`src/hw/corr_config.svh`:
```
`ifndef CORR_CONFIG_SVH
`define CORR_CONFIG_SVH

// The largest window exponent. A window holds 2^L samples.
`define CORR_MAX_WINDOW_EXP 8

// Fractional bits of the logdrop weights, never below CORR_MAX_WINDOW_EXP.
`define CORR_PRECISION 8

`define CORR_MAX_PERIOD_EXP 7 // The sample period is 2^period_exp clocks.

`define CORR_FIFO_DEPTH 16 // Packet FIFO depth in bytes.

// Two spare bits above the largest weighted window sum.
`define CORR_ACC_W (`CORR_PRECISION + `CORR_MAX_WINDOW_EXP + 2)

`endif
```
`src/hw/corr_pkg.sv`:
```
package corr_pkg;

  typedef enum logic {
    SHAPE_RECT    = 1'b0,
    SHAPE_LOGDROP = 1'b1
  } corr_shape_e;

  // Taken as a whole on the load pulse.
  typedef struct packed {
    logic [3:0]  window_exp;
    corr_shape_e shape;
    logic [2:0]  period_exp;
  } corr_cfg_t;

  typedef struct packed {
    logic x;
    logic y;
  } corr_sample_t;

  // Fields are in packet order, after the window number.
  typedef struct packed {
    logic [7:0] cnt_x;
    logic [7:0] cnt_y;
    logic [7:0] cnt_isect;
    logic [7:0] cnt_symdiff;
  } corr_report_t;

  typedef logic [7:0] corr_byte_t;

endpackage

```
`src/hw/correlator.sv`:
```
`timescale 1ns/1ps
`include "corr_config.svh"

module correlator (
  input  logic                 i_clk,
  input  logic                 i_rst_n,
  input  logic                 i_x,
  input  logic                 i_y,
  input  corr_pkg::corr_cfg_t  i_cfg,
  input  logic                 i_cfg_load,
  output corr_pkg::corr_byte_t o_pkt_data,
  output logic                 o_pkt_valid,
  input  logic                 i_pkt_ready
);

  corr_pkg::corr_sample_t                       sample;
  logic                                         strobe;
  logic [`CORR_MAX_WINDOW_EXP-1:0]              t;
  logic                                         wrap;
  corr_pkg::corr_report_t                       rect_report;
  logic                                         rect_valid;
  corr_pkg::corr_report_t                       logdrop_report;
  logic                                         logdrop_valid;
  logic                                         fifo_push;
  logic                                         fifo_flush;
  logic                                         fifo_pop;
  corr_pkg::corr_byte_t                         fifo_data;
  logic [$clog2(`CORR_FIFO_DEPTH+1)-1:0]       fifo_free;

  assign sample   = '{x: i_x, y: i_y};
  assign fifo_pop = o_pkt_valid & i_pkt_ready; // A byte leaves on the handshake.

  corr_sample_timer u_timer (
    .i_clk      (i_clk),
    .i_rst_n    (i_rst_n),
    .i_cfg      (i_cfg),
    .i_cfg_load (i_cfg_load),
    .o_strobe   (strobe),
    .o_t        (t),
    .o_wrap     (wrap)
  );

  // Both counters take the window exponent on the load pulse.
  corr_count_rect u_rect (
    .i_clk          (i_clk),
    .i_rst_n        (i_rst_n),
    .i_sample       (sample),
    .i_strobe       (strobe),
    .i_wrap         (wrap),
    .i_window_exp   (i_cfg.window_exp),
    .i_clear        (i_cfg_load),
    .o_report       (rect_report),
    .o_report_valid (rect_valid)
  );

  corr_count_logdrop u_logdrop (
    .i_clk          (i_clk),
    .i_rst_n        (i_rst_n),
    .i_sample       (sample),
    .i_strobe       (strobe),
    .i_wrap         (wrap),
    .i_t            (t),
    .i_window_exp   (i_cfg.window_exp),
    .i_clear        (i_cfg_load),
    .o_report       (logdrop_report),
    .o_report_valid (logdrop_valid)
  );

  corr_packetizer u_packetizer (
    .i_clk            (i_clk),
    .i_rst_n          (i_rst_n),
    .i_cfg            (i_cfg),
    .i_cfg_load       (i_cfg_load),
    .i_wrap           (wrap),
    .i_rect_report    (rect_report),
    .i_rect_valid     (rect_valid),
    .i_logdrop_report (logdrop_report),
    .i_logdrop_valid  (logdrop_valid),
    .i_fifo_free      (fifo_free),
    .o_push           (fifo_push),
    .o_data           (fifo_data),
    .o_flush          (fifo_flush)
  );

  corr_pkt_fifo u_fifo (
    .i_clk   (i_clk),
    .i_rst_n (i_rst_n),
    .i_flush (fifo_flush),
    .i_push  (fifo_push),
    .i_data  (fifo_data),
    .i_pop   (fifo_pop),
    .o_data  (o_pkt_data),
    .o_valid (o_pkt_valid),
    .o_free  (fifo_free)
  );

endmodule

```
`src/hw/corr_pkt_fifo.sv`:
```
`timescale 1ns/1ps
`include "corr_config.svh"

module corr_pkt_fifo (
  input  logic                                   i_clk,
  input  logic                                   i_rst_n,
  input  logic                                   i_flush,
  input  logic                                   i_push,
  input  corr_pkg::corr_byte_t                   i_data,
  input  logic                                   i_pop,
  output corr_pkg::corr_byte_t                   o_data,
  output logic                                   o_valid,
  output logic [$clog2(`CORR_FIFO_DEPTH+1)-1:0] o_free
);

  localparam int DEPTH  = `CORR_FIFO_DEPTH;
  localparam int PTR_W  = $clog2(DEPTH);
  localparam int FREE_W = $clog2(DEPTH + 1);

  corr_pkg::corr_byte_t mem [DEPTH];
  logic [PTR_W-1:0]     wr_ptr_q;
  logic [PTR_W-1:0]     rd_ptr_q;
  logic [FREE_W-1:0]    free_q;
  logic                 do_push;
  logic                 do_pop;

  function automatic logic [PTR_W-1:0] next_ptr(input logic [PTR_W-1:0] p);
    return (p == PTR_W'(DEPTH - 1)) ? '0 : p + 1'b1;
  endfunction

  assign o_valid = (free_q != FREE_W'(DEPTH));
  assign o_free  = free_q;
  assign o_data  = mem[rd_ptr_q]; // Stable until popped.

  assign do_push = i_push && (free_q != '0);
  assign do_pop  = i_pop && o_valid;

  always_ff @(posedge i_clk or negedge i_rst_n) begin
    if (!i_rst_n) begin
      wr_ptr_q <= '0;
      rd_ptr_q <= '0;
      free_q   <= FREE_W'(DEPTH);
    end else if (i_flush) begin
      wr_ptr_q <= '0;
      rd_ptr_q <= '0;
      free_q   <= FREE_W'(DEPTH);
    end else begin
      if (do_push) begin
        wr_ptr_q <= next_ptr(wr_ptr_q);
      end
      if (do_pop) begin
        rd_ptr_q <= next_ptr(rd_ptr_q);
      end
      free_q <= free_q - FREE_W'(do_push) + FREE_W'(do_pop);
    end
  end

  always_ff @(posedge i_clk) begin
    if (do_push) begin
      mem[wr_ptr_q] <= i_data;
    end
  end

endmodule

```
`src/hw/corr_packetizer.sv`:
```
`timescale 1ns/1ps
`include "corr_config.svh"

module corr_packetizer (
  input  logic                                   i_clk,
  input  logic                                   i_rst_n,
  input  corr_pkg::corr_cfg_t                    i_cfg,
  input  logic                                   i_cfg_load,
  input  logic                                   i_wrap,
  input  corr_pkg::corr_report_t                 i_rect_report,
  input  logic                                   i_rect_valid,
  input  corr_pkg::corr_report_t                 i_logdrop_report,
  input  logic                                   i_logdrop_valid,
  input  logic [$clog2(`CORR_FIFO_DEPTH+1)-1:0] i_fifo_free,
  output logic                                   o_push,
  output corr_pkg::corr_byte_t                   o_data,
  output logic                                   o_flush
);

  localparam int PKT_LEN = 5;

  corr_pkg::corr_shape_e  shape_q;
  logic [7:0]             win_q;
  logic [1:0][7:0]        tag_q;
  logic                   is_logdrop;
  corr_pkg::corr_report_t sel_report;
  logic                   sel_valid;
  logic [7:0]             sel_tag;
  logic                   busy_q;
  logic [2:0]             byte_idx_q;
  logic                   accept;
  corr_pkg::corr_byte_t   pkt_q [PKT_LEN];

  assign is_logdrop = (shape_q == corr_pkg::SHAPE_LOGDROP);
  assign sel_report = is_logdrop ? i_logdrop_report : i_rect_report;
  assign sel_valid  = is_logdrop ? i_logdrop_valid : i_rect_valid;
  // The logdrop report trails the wrap by one clock more than the rect one.
  assign sel_tag    = is_logdrop ? tag_q[1] : tag_q[0];

  // A whole packet is taken or the report is dropped.
  assign accept = sel_valid && !busy_q && (i_fifo_free >= PKT_LEN) && !i_cfg_load;

  assign o_push  = busy_q;
  assign o_data  = pkt_q[byte_idx_q];
  assign o_flush = i_cfg_load;

  always_ff @(posedge i_clk or negedge i_rst_n) begin
    if (!i_rst_n) begin
      shape_q    <= corr_pkg::SHAPE_RECT;
      win_q      <= '0;
      busy_q     <= 1'b0;
      byte_idx_q <= '0;
    end else begin
      if (i_cfg_load) begin
        shape_q <= i_cfg.shape;
      end
      if (i_wrap) begin
        win_q <= win_q + 1'b1; // Kept across loads.
      end
      if (i_cfg_load) begin
        busy_q     <= 1'b0;
        byte_idx_q <= '0;
      end else if (accept) begin
        busy_q     <= 1'b1;
        byte_idx_q <= '0;
      end else if (busy_q) begin
        busy_q     <= (byte_idx_q != 3'(PKT_LEN - 1));
        byte_idx_q <= (byte_idx_q == 3'(PKT_LEN - 1)) ? '0 : byte_idx_q + 1'b1;
      end
    end
  end

  always_ff @(posedge i_clk) begin
    tag_q <= {tag_q[0], win_q};
    if (accept) begin
      pkt_q[0] <= sel_tag;
      pkt_q[1] <= sel_report.cnt_x;
      pkt_q[2] <= sel_report.cnt_y;
      pkt_q[3] <= sel_report.cnt_isect;
      pkt_q[4] <= sel_report.cnt_symdiff;
    end
  end

  // The free-space check at accept covers all five bytes of the packet.
  a_no_push_full: assert property (@(posedge i_clk) disable iff (!i_rst_n)
    o_push |-> (i_fifo_free != '0));

endmodule

```
`src/hw/corr_count_logdrop.sv`:
```
`timescale 1ns/1ps
`include "corr_config.svh"

module corr_count_logdrop (
  input  logic                            i_clk,
  input  logic                            i_rst_n,
  input  corr_pkg::corr_sample_t          i_sample,
  input  logic                            i_strobe,
  input  logic                            i_wrap,
  input  logic [`CORR_MAX_WINDOW_EXP-1:0] i_t,
  input  logic [3:0]                      i_window_exp,
  input  logic                            i_clear,
  output corr_pkg::corr_report_t          o_report,
  output logic                            o_report_valid
);

  localparam int         TW    = `CORR_MAX_WINDOW_EXP;
  localparam int         AW    = `CORR_ACC_W;
  localparam logic [3:0] L_MAX = 4'(TW);

  logic [3:0]             l_q;
  logic [TW:0]            t_inc;
  logic [4:0]             w_exp;
  logic [4:0]             shift;
  corr_pkg::corr_sample_t samp_q;
  logic [AW-1:0]          weight_q;
  logic                   stb_q;
  logic                   wrap_q;
  logic [3:0]             ev;
  logic [AW-1:0]          acc_q [4];
  logic [AW:0]            acc_sum [4];
  logic [3:0]             carry;
  logic [3:0][7:0]        rep_q;
  logic                   valid_q;

  function automatic logic [3:0] top_bit(input logic [TW:0] v);
    logic [3:0] k;
    k = '0;
    for (int b = 0; b <= TW; b++) begin
      if (v[b]) begin
        k = 4'(b);
      end
    end
    return k;
  endfunction

  function automatic logic [7:0] scale(input logic [AW-1:0] acc, input logic [4:0] sh);
    logic [AW-1:0] full;
    full = acc >> sh;
    return (|full[AW-1:8]) ? 8'hff : full[7:0];
  endfunction

  // Weight exponent is PRECISION - L + k, with k the top set bit of t+1.
  assign t_inc = {1'b0, i_t} + 1'b1;
  assign w_exp = 5'(`CORR_PRECISION) - 5'(l_q) + 5'(top_bit(t_inc));
  assign shift = 5'(`CORR_PRECISION) + 5'(l_q) - 5'd7;

  assign ev = {samp_q.x ^ samp_q.y, samp_q.x & samp_q.y, samp_q.y, samp_q.x};

  always_comb begin
    for (int i = 0; i < 4; i++) begin
      acc_sum[i] = {1'b0, acc_q[i]} + (ev[i] ? {1'b0, weight_q} : '0);
      carry[i]   = acc_sum[i][AW];
    end
  end

  always_ff @(posedge i_clk or negedge i_rst_n) begin
    if (!i_rst_n) begin
      l_q     <= '0;
      stb_q   <= 1'b0;
      wrap_q  <= 1'b0;
      valid_q <= 1'b0;
      for (int i = 0; i < 4; i++) begin
        acc_q[i] <= '0;
      end
    end else if (i_clear) begin
      l_q     <= (i_window_exp > L_MAX) ? L_MAX : i_window_exp;
      stb_q   <= 1'b0; // Drops the sample still in the weight stage.
      wrap_q  <= 1'b0;
      valid_q <= 1'b0;
      for (int i = 0; i < 4; i++) begin
        acc_q[i] <= '0;
      end
    end else begin
      stb_q   <= i_strobe;
      wrap_q  <= i_strobe && i_wrap;
      valid_q <= wrap_q;
      if (stb_q) begin
        for (int i = 0; i < 4; i++) begin
          acc_q[i] <= wrap_q ? '0 : acc_sum[i][AW-1:0];
        end
      end
    end
  end

  always_ff @(posedge i_clk) begin
    if (i_strobe) begin
      samp_q   <= i_sample;
      weight_q <= AW'(1) << w_exp;
    end
    if (wrap_q) begin
      for (int i = 0; i < 4; i++) begin
        rep_q[i] <= scale(acc_sum[i][AW-1:0], shift);
      end
    end
  end

  assign o_report       = {rep_q[0], rep_q[1], rep_q[2], rep_q[3]};
  assign o_report_valid = valid_q;

  // CORR_ACC_W leaves room for a full window of the largest weights.
  a_acc_no_wrap: assert property (@(posedge i_clk) disable iff (!i_rst_n)
    stb_q |-> (carry == '0));

endmodule

```
`src/hw/corr_count_rect.sv`:
```
`timescale 1ns/1ps
`include "corr_config.svh"

module corr_count_rect (
  input  logic                   i_clk,
  input  logic                   i_rst_n,
  input  corr_pkg::corr_sample_t i_sample,
  input  logic                   i_strobe,
  input  logic                   i_wrap,
  input  logic [3:0]             i_window_exp,
  input  logic                   i_clear,
  output corr_pkg::corr_report_t o_report,
  output logic                   o_report_valid
);

  localparam int         CW    = `CORR_MAX_WINDOW_EXP + 1; // A full window of ones fits.
  localparam logic [3:0] L_MAX = 4'(`CORR_MAX_WINDOW_EXP);

  logic [3:0]      l_q;
  logic [3:0]      ev;
  logic [CW-1:0]   cnt_q [4];
  logic [CW-1:0]   cnt_next [4];
  logic [3:0][7:0] rep_q;
  logic            valid_q;

  // Count times 256, shifted right by L, saturated to one byte.
  function automatic logic [7:0] scale(input logic [CW-1:0] cnt, input logic [3:0] l);
    logic [CW+7:0] full;
    full = {cnt, 8'd0} >> l;
    return (|full[CW+7:8]) ? 8'hff : full[7:0];
  endfunction

  // Bit order is x, y, intersection, symmetric difference from bit 0 up.
  assign ev = {i_sample.x ^ i_sample.y, i_sample.x & i_sample.y, i_sample.y, i_sample.x};

  always_comb begin
    for (int i = 0; i < 4; i++) begin
      cnt_next[i] = cnt_q[i] + CW'(ev[i]);
    end
  end

  always_ff @(posedge i_clk or negedge i_rst_n) begin
    if (!i_rst_n) begin
      l_q     <= '0;
      valid_q <= 1'b0;
      for (int i = 0; i < 4; i++) begin
        cnt_q[i] <= '0;
      end
    end else if (i_clear) begin
      l_q     <= (i_window_exp > L_MAX) ? L_MAX : i_window_exp;
      valid_q <= 1'b0;
      for (int i = 0; i < 4; i++) begin
        cnt_q[i] <= '0;
      end
    end else begin
      valid_q <= i_strobe && i_wrap;
      if (i_strobe) begin
        for (int i = 0; i < 4; i++) begin
          cnt_q[i] <= i_wrap ? '0 : cnt_next[i];
        end
      end
    end
  end

  // The last sample of the window is still in cnt_next here.
  always_ff @(posedge i_clk) begin
    if (i_strobe && i_wrap) begin
      for (int i = 0; i < 4; i++) begin
        rep_q[i] <= scale(cnt_next[i], l_q);
      end
    end
  end

  assign o_report       = {rep_q[0], rep_q[1], rep_q[2], rep_q[3]};
  assign o_report_valid = valid_q;

endmodule

```
`src/hw/corr_sample_timer.sv`:
```
`timescale 1ns/1ps
`include "corr_config.svh"

module corr_sample_timer (
  input  logic                            i_clk,
  input  logic                            i_rst_n,
  input  corr_pkg::corr_cfg_t             i_cfg,
  input  logic                            i_cfg_load,
  output logic                            o_strobe,
  output logic [`CORR_MAX_WINDOW_EXP-1:0] o_t,
  output logic                            o_wrap
);

  localparam int PW = `CORR_MAX_PERIOD_EXP;
  localparam int TW = `CORR_MAX_WINDOW_EXP;

  logic [3:0]    window_exp_q;
  logic [2:0]    period_exp_q;
  logic [PW-1:0] presc_q;
  logic [PW-1:0] period_m1;
  logic [TW-1:0] t_q;
  logic [TW-1:0] t_last;

  assign period_m1 = ~({PW{1'b1}} << period_exp_q);
  // Exponents above the maximum shift everything out and act as the maximum.
  assign t_last    = ~({TW{1'b1}} << window_exp_q);

  // A load cycle never samples, so every block downstream restarts cleanly.
  assign o_strobe = (presc_q == period_m1) && !i_cfg_load;
  assign o_wrap   = o_strobe && (t_q == t_last);
  assign o_t      = t_q;

  always_ff @(posedge i_clk or negedge i_rst_n) begin
    if (!i_rst_n) begin
      window_exp_q <= '0;
      period_exp_q <= '0;
    end else if (i_cfg_load) begin
      window_exp_q <= i_cfg.window_exp;
      period_exp_q <= i_cfg.period_exp;
    end
  end

  always_ff @(posedge i_clk or negedge i_rst_n) begin
    if (!i_rst_n) begin
      presc_q <= '0;
      t_q     <= '0;
    end else if (i_cfg_load) begin
      presc_q <= '0;
      t_q     <= '0;
    end else if (o_strobe) begin
      presc_q <= '0;
      t_q     <= o_wrap ? '0 : t_q + 1'b1;
    end else begin
      presc_q <= presc_q + 1'b1;
    end
  end

  // The position never passes the last sample of the window.
  a_t_in_window: assert property (@(posedge i_clk) disable iff (!i_rst_n)
    o_t <= t_last);

endmodule

```
`config.mk`:
```
export PLATFORM = sky130hd
export DESIGN_NAME = correlator
export DESIGN_NICKNAME = d
export VERILOG_FILES = /design/src/hw/corr_pkg.sv /design/src/hw/correlator.sv /design/src/hw/corr_pkt_fifo.sv /design/src/hw/corr_packetizer.sv /design/src/hw/corr_count_logdrop.sv /design/src/hw/corr_count_rect.sv /design/src/hw/corr_sample_timer.sv
export VERILOG_INCLUDE_DIRS = /design/src /design/src/hw
export SDC_FILE = /design/constraint.sdc
export NUM_CORES = 1
export LEC_CHECK = 0
export BUFFER_PORTS_ARGS = -buffer_cell sky130_fd_sc_hd__buf_2
export CORE_MARGIN = 4
export CORE_UTILIZATION = 50
export CTS_CLUSTER_SIZE = 24
export DETAILED_ROUTE_END_ITERATION = 8
export GPL_TIMING_DRIVEN = 0
export PLACE_DENSITY_LB_ADDON = 0.3
export SLEW_MARGIN = 15
export SYNTH_ARGS = -nofsm -noshare
export SYNTH_HDL_FRONTEND = slang
export SYNTH_SLANG_ARGS = --single-unit
export TNS_END_PERCENT = 100
```
`constraint.sdc`:
```
create_clock -name i_clk -period 5.2 [get_ports i_clk]
set_input_delay 1.04 -clock i_clk [delete_from_list [all_inputs] [get_ports i_clk]]
set_output_delay 1.04 -clock i_clk [all_outputs]
set_load 0.005 [all_outputs]
```
Word level (Yosys, flattened, before mapping)
Memories as Yosys holds them, arrays and structs flattened.
Cells that the tools add are included.
{"block": "op_classes", "n_reduce_logical": 24, "addsub": 21, "eq_ne": 7, "n_bitwise": 7, "magnitude_cmp": 2, "n_shift": 11, "mux": 54}
{"operator": "$mux 18", "count": 8}
{"operator": "$mux 72", "count": 2}
{"operator": "$add 18x18->18", "count": 4}
{"operator": "$mux 36", "count": 2}
{"operator": "$shr 18x5->18", "count": 4}
{"operator": "$shr 17x4->17", "count": 4}
{"operator": "$mux 4", "count": 14}
{"operator": "$reduce_or 10->1", "count": 4}
{"operator": "$add 9x1->9", "count": 4}
{"operator": "$mux 9", "count": 4}
{"operator": "$reduce_or 9->1", "count": 4}
{"operator": "$mux 32", "count": 1}
{"operator": "$mux 8", "count": 4}
{"operator": "$shl 1x5->18 const A", "count": 1}
{"operator": "$add 8x1->8 const B", "count": 2}
{"operator": "$mux 7", "count": 2}
{"operator": "$mux 1", "count": 12}
{"operator": "$mux 3", "count": 4}
{"operator": "$add 8x1->9 const B", "count": 1}
{"operator": "$add 4x1->4 const B", "count": 2}
{"operator": "$eq 4x4->1 const B", "count": 2}
{"operator": "$eq 8x8->1", "count": 1}
{"operator": "$logic_and 1x1->1", "count": 8}
{"operator": "$not 8->8", "count": 1}
{"operator": "24 further kinds", "count": 31}
{"block": "totals", "inputBits": 14, "output_inout_bits": 9, "elab_cells": 164, "n_memories": 2, "ram_bits": 168, "regBits": 263}
{"memory": "u_fifo.mem", "words": 16, "word_bits": 8, "rd": 1, "rd_ports_with_merged_regs": 0, "write_ports": 1, "line_no": "corr_pkt_fifo.sv:20", "source": "corr_pkg::corr_byte_t mem [DEPTH];"}
{"memory": "u_packetizer.pkt_q", "words": 5, "word_bits": 8, "rd": 1, "rd_ports_with_merged_regs": 0, "write_ports": 5, "line_no": "corr_packetizer.sv:32", "source": "corr_pkg::corr_byte_t pkt_q [PKT_LEN];"}

Longest topological paths before layout
{"block": "logic_depth", "word_depth": 11, "depth_mapped": 20, "ltp_nobuf": 19}

By module
A second synthesis with hierarchy kept.
{"block": "unflattened", "hier_cells": 3013, "hier_area_um2": 29433.2}
{"module": "corr_count_logdrop", "n_inst": 1, "area_per_inst_um2": 12983.7, "seq_area_each_um2": 3538.4, "cells_each": 1596}
{"module": "corr_count_rect", "n_inst": 1, "area_per_inst_um2": 6274.8, "seq_area_each_um2": 1986.9, "cells_each": 774}
{"module": "corr_pkt_fifo", "n_inst": 1, "area_per_inst_um2": 5828.1, "seq_area_each_um2": 4170.2, "cells_each": 318}
{"module": "corr_packetizer", "n_inst": 1, "area_per_inst_um2": 2912.8, "seq_area_each_um2": 1846.8, "cells_each": 172}
{"module": "corr_sample_timer", "n_inst": 1, "area_per_inst_um2": 1427.6, "seq_area_each_um2": 550.5, "cells_each": 152}
{"module": "correlator", "n_inst": 1, "area_per_inst_um2": 6.3, "seq_area_each_um2": 0.0, "cells_each": 1}

Least setup slack after synthesis
Ideal clock, no wire load.
{"block": "synth_timing", "path_kind": "register -> register", "from": "reg u_timer.window_exp_q[2]", "to": "reg u_packetizer.win_q[7]", "t_required_ns": 5.077, "path_buffers": 2, "setup_time_ns": 0.123, "t_arrival_ns": 4.738, "stages_incl_launch_ff": 12, "path_slack_ns": 0.339, "synth_period_minus_slack_ns": 4.861, "cell_sequence": "dfrtp_1 clkbuf_1 inv_1 o211ai_1 o41ai_1 o2111ai_1 or4_1 clkbuf_1 nor3_1 and3_1 nand4_1 xnor2_1"}
{"block": "synth_between", "elab_chain_len": 4}
{"item": "start: declaration", "line_no": "corr_sample_timer.sv:17", "source": "logic [3:0] window_exp_q;"}
{"item": "start signal: assignment", "line_no": "corr_sample_timer.sv:38", "source": "window_exp_q <= i_cfg.window_exp;"}
{"item": "$shl 8x4->8", "line_no": "corr_sample_timer.sv:26", "source": "assign t_last = ~({TW{1'b1}} << window_exp_q);"}
{"item": "$not 8->8", "line_no": "corr_sample_timer.sv:26"}
{"item": "$eq 8x8->1", "line_no": "corr_sample_timer.sv:30", "source": "assign o_wrap = o_strobe && (t_q == t_last);"}
{"item": "$logic_and 1x1->1", "line_no": "corr_sample_timer.sv:30"}
{"item": "via u_logdrop.i_wrap", "line_no": "corr_count_logdrop.sv:9", "source": "input logic i_wrap,"}
{"item": "end signal: assignment", "line_no": "corr_packetizer.sv:58", "source": "win_q <= win_q + 1'b1;"}
{"item": "end: declaration", "line_no": "corr_packetizer.sv:23", "source": "logic [7:0] win_q;"}
The timed path passes the listed nets, and every way through them passes these cells.
A chain may end at the register's enable or synchronous reset.

Worst setup path after layout
{"block": "layout_timing", "from": "reg u_logdrop.l_q[0]", "to": "reg u_logdrop.rep_q (netlist bit u_logdrop.o_report[1]), data pin"}
{"block": "layout_between", "elab_chain_len": 4}
{"item": "start: declaration", "line_no": "corr_count_logdrop.sv:21", "source": "logic [3:0] l_q;"}
{"item": "start signal: assignment", "line_no": "corr_count_logdrop.sv:77", "source": "l_q <= (i_window_exp > L_MAX) ? L_MAX : i_window_exp;"}
{"item": "$add 4x4->5 *", "line_no": "corr_count_logdrop.sv:56", "source": "assign shift = 5'(`CORR_PRECISION) + 5'(l_q) - 5'd7;"}
{"item": "$sub 5x3->5 *", "line_no": "corr_count_logdrop.sv:56"}
{"item": "$shr 18x5->18 *", "line_no": "corr_count_logdrop.sv:49", "source": "full = acc >> sh;"}
{"item": "$reduce_or 10->1", "line_no": "corr_count_logdrop.sv:50", "source": "return (|full[AW-1:8]) ? 8'hff : full[7:0];"}
{"item": "end signal: indexed assignment", "line_no": "corr_count_logdrop.sv:103", "source": "rep_q[i] <= scale(acc_sum[i][AW-1:0], shift);"}
{"item": "end: declaration", "line_no": "corr_count_logdrop.sv:33", "source": "logic [3:0][7:0] rep_q;"}
Mark *: on every way between the ends. The rest lies on a longest branch, timed or not.

==> run summary <==
routed vias/inst - 6.537
clock buffer depth - 3
Worst-Margin Slew - 1.260 ns
worst skew pair latency - 0.61 ns
fraction of registers with async set or reset after synthesis - 37.82%
post-synthesis mux area share - 9.005%
max-cap violation count - 0
slew margin rel. - 15.37%
Int Pwr - 0.006157 W
vias in the first global route - 22461
GP Congestion - 0.9872
Synth Warn # - 0
status - completed
flops & latches, synth - 431
Pwr per Cell Area - 292.3 mW/mm^2
first-pass GRT wire length - 136.3 mm
layout cells sized above 1 - 9.461%
core area - 0.05392 mm^2
Final Hold Fails - 0
cell taking the most area after synthesis - edfxtp_1
CTS H-tree lvls - 2
number of routed nets with antenna violations - 0
Port Buffers - 22
prevailing post-synth register cell - edfxtp_1
Compound-Gate Fraction of Synth Area - 20.18%
worst-path maximum fanout - 10
Post-CTS Hold Buffers - 0
Yosys top cell area share - 27.69%
Seq. cell area - 0.01197 mm^2
Cells after Synth - 2760
CTS Sinks - 431
Num CTS Buffers - 46
Post-synth EDFFs - 252
Rows - 85
dpl hpwl - 67.07 mm
Fill cells - 4665
DR vias - 23342
hold_sp - u_packetizer.tag_q[0]$_DFF_P_
Mapped Nets - 2885
R2R Path Start - u_logdrop.l_q[0]$_DFFE_PN0P_
Worst Skew - 0.01897 ns
WL final - 90.40 mm
Worst VDD drop - 0.0002463 V
Area contributors post-synth - edfxtp_1 (28%), dfrtp_1 (15%), ha_1 (4.8%), o21ai_0 (3.8%), nand2_1 (3.7%)
sw frac - 29.96%
fin crit share - 99.14%
Hold Path Class - reg -> reg
Die ar. - 0.05846 mm^2
initial antenna violation count - 6
Die X-Extent - 241.8 um
main combinational cell family by area after synthesis - compound AO/OA/AOI/OAI gates
crit path DAT - 5.49 ns
CP endpoint kind - register
RSZ-0062 raised after global routing - no
Post-Syn Area - 0.02733 mm^2
Global Route Usage Sum - 29.82%
clock network power share - 38.3%
Layout area overhead - 10.05%
Synth Area in Adders - 5.247%
nets - 2963
grt total ovfl - 0
# setup viols final - 0
Layout Utilization - 55.78%
kind of critical path - reg -> reg
IO Pins - 23
Seq pwr share - 42.3%
WL/cell - 25.31 um
synth unique cells - 94
Comb power frac - 19.4%
switching pwr - 0.002634 W
DRT Pass-1 Iters - 5
area share of xor/xnor cells in the synthesized design - 3.420%
placed cell count - 3485
DRC viols - 0
Slew Limit Fails - 0
post-layout minimum cycle time - 5.155 ns
critical path required time - 5.54 ns
Lkg Pwr - 11.59 nW
CTS tree - built
sequential cell area fraction in the yosys report - 43.79%
Initial Util - 50.69%
area taken by multi-input logic gates - 0.01448 mm^2
crit path launch - u_logdrop.l_q[0]$_DFFE_PN0P_
First DRT Iteration DRCs - 2346
Simple-Gate Fraction of Synth Area - 14.97%
fmax - 0.1940 GHz
syn avg cell area - 9.902 um^2
clock-pin slew of the registers on the worst-case setup and hold paths - 0.07 ns
Post-Layout Cell Count - 3571
Clock Root Buffer - clkbuf_16
Die H - 241.8 um
CP startpoint kind - register
pin count of the biggest net entering global routing - 98
antenna cells - 0
Yosys cell counts (all sizes together) (34+ instances only):
cell / number
xor2: 34
clkbuf: 151
nor2: 222
mux2i: 85
xnor2: 71
o21ai: 211
edfxtp: 252
nor3: 49
dfrtp: 162
o211ai: 38
a21o: 42
and2: 100
a21oi: 163
a22o: 50
a211oi: 34
nand3: 75
mux2: 79
nand2: 266
ha: 105
inv: 63
cell usage in the layout, fill, tap and decap left out, types with 22 or more instances in the layout:
cell / instances
a211oi_1: 33
a21o_1: 42
a21oi_1: 160
a22o_1: 50
a22oi_1: 32
a31oi_1: 24
and2_1: 100
and3_1: 32
buf_2: 29
clkbuf_1: 150
clkbuf_16: 47
dfrtp_1: 161
edfxtp_1: 252
ha_1: 104
inv_1: 62
mux2_2: 79
mux2i_1: 84
mux4_2: 32
nand2_1: 266
nand3_1: 75
nor2_1: 221
nor3_1: 48
o211ai_1: 38
o21ai_0: 206
o221ai_1: 22
o22ai_1: 23
o31ai_1: 27
xnor2_1: 70
xor2_1: 33
cells by family (layout without fill, tap and decap cells):
group | after synthesis | in the layout
AND/OR/NAND/NOR | 857 | 857
AO/OA/AOI/OAI | 816 | 816
flip-flops | 431 | 431
buffers and inverters | 244 | 359
multiplexers | 196 | 196
adder cells (fa/ha/maj) | 111 | 111
XOR/XNOR | 105 | 105
stage by stage:
stage / hold WS (ns) / setup TNS, ns / total power (W) / setup WS, ns / cell area [um^2]
after floorplan: 0.3272 / 0 / 0.004874 / 0.3392 / 27330
after global placement: 0.3319 / -53.39 / 0.005426 / -1.031 / 28310
after detailed placement: 0.3414 / -24.59 / 0.005447 / -0.7635 / 28470
after CTS: 0.3373 / 0 / 0.008815 / 0.01089 / 30060
after global routing: 0.3561 / 0 / 0.009115 / 0.04053 / 30080
final: 0.3362 / 0 / 0.008791 / 0.04493 / 30080
cell type report:
| cell class | count | share of cell area [%] |
|---|---|---|
| clock inverters | 28 | 0.9818 |
| multi-input cells | 2085 | 48.15 |
| inverters | 64 | 0.7987 |
| well taps | 696 | 2.895 |
| clock buffers | 57 | 4.168 |
| plain buffers | 179 | 2.346 |
| flip-flops and latches | 431 | 39.80 |
| repair buffers | 31 | 0.8653 |
registers in the layout (all words and copies together) (netlist names), 4 cells and up:
signal	cells
u_packetizer.win_q	8
u_fifo.wr_ptr_q	4
u_fifo.rd_ptr_q	4
u_timer.presc_q	7
u_logdrop.weight_q	18
u_rect.cnt_q	36
u_packetizer.pkt_q	40
u_timer.o_t	8
u_timer.window_exp_q	4
u_fifo.o_free	5
u_fifo.mem	128
u_packetizer.tag_q	16
u_logdrop.l_q	4
u_logdrop.acc_q	72
u_logdrop.o_report	32
u_rect.o_report	32
path summary, 6_finish.rpt:
kind                                                       end  slack [ns]  cells past startpoint
min reg2reg                      u_packetizer.tag_q[8]$_DFF_P_        0.34                      0
max in group asynchronous           u_logdrop.wrap_q$_DFF_PN0_        3.88                      2
min in group asynchronous       u_logdrop.acc_q[4]$_DFFE_PN0P_        0.39                      1
min                              u_packetizer.tag_q[8]$_DFF_P_        0.34                      0
max                        u_logdrop.o_report[1]$_SDFFCE_PP1P_        0.04                     11
max reg2reg                u_logdrop.o_report[1]$_SDFFCE_PP1P_        0.04                     11
metal layers:
layer | routed length [um] | track usage [%]
met2 | 42170 | 48.88
met3 | 7185 | 5.461
met5 | 0 | 0
met1 | 37830 | 40.26
met4 | 3218 | 10.12
worst max-delay path, cell delays in order, from the launching register on:
cell and delay (ns):
dfrtp_1 0.57, clkinv_1 0.25, clkbuf_2 0.45, buf_2 0.35
buf_1 0.70, clkbuf_1 0.72, buf_1 0.57, nor2_1 0.13
o22ai_1 0.26, mux2i_1 0.13, a2111oi_0 0.61, nand2_1 0.12
timing repair:
action	4_1_cts	5_1_grt
resized for setup	10	13
buffers inserted	2	0
setup endpoints to repair	64	14
power groups by stage:
| stage | logic [W] | clock network, W | registers (W) |
|---|---|---|---|
| detailed placement | 0.00166 | 0 | 0.00379 |
| finish | 0.00170 | 0.00337 | 0.00372 |
| global placement | 0.00164 | 0 | 0.00379 |
| global route | 0.00182 | 0.00357 | 0.00372 |
| floorplan | 0.00111 | 0 | 0.00377 |
| CTS | 0.00167 | 0.00343 | 0.00372 |
(Power assumes the default switching activity.)
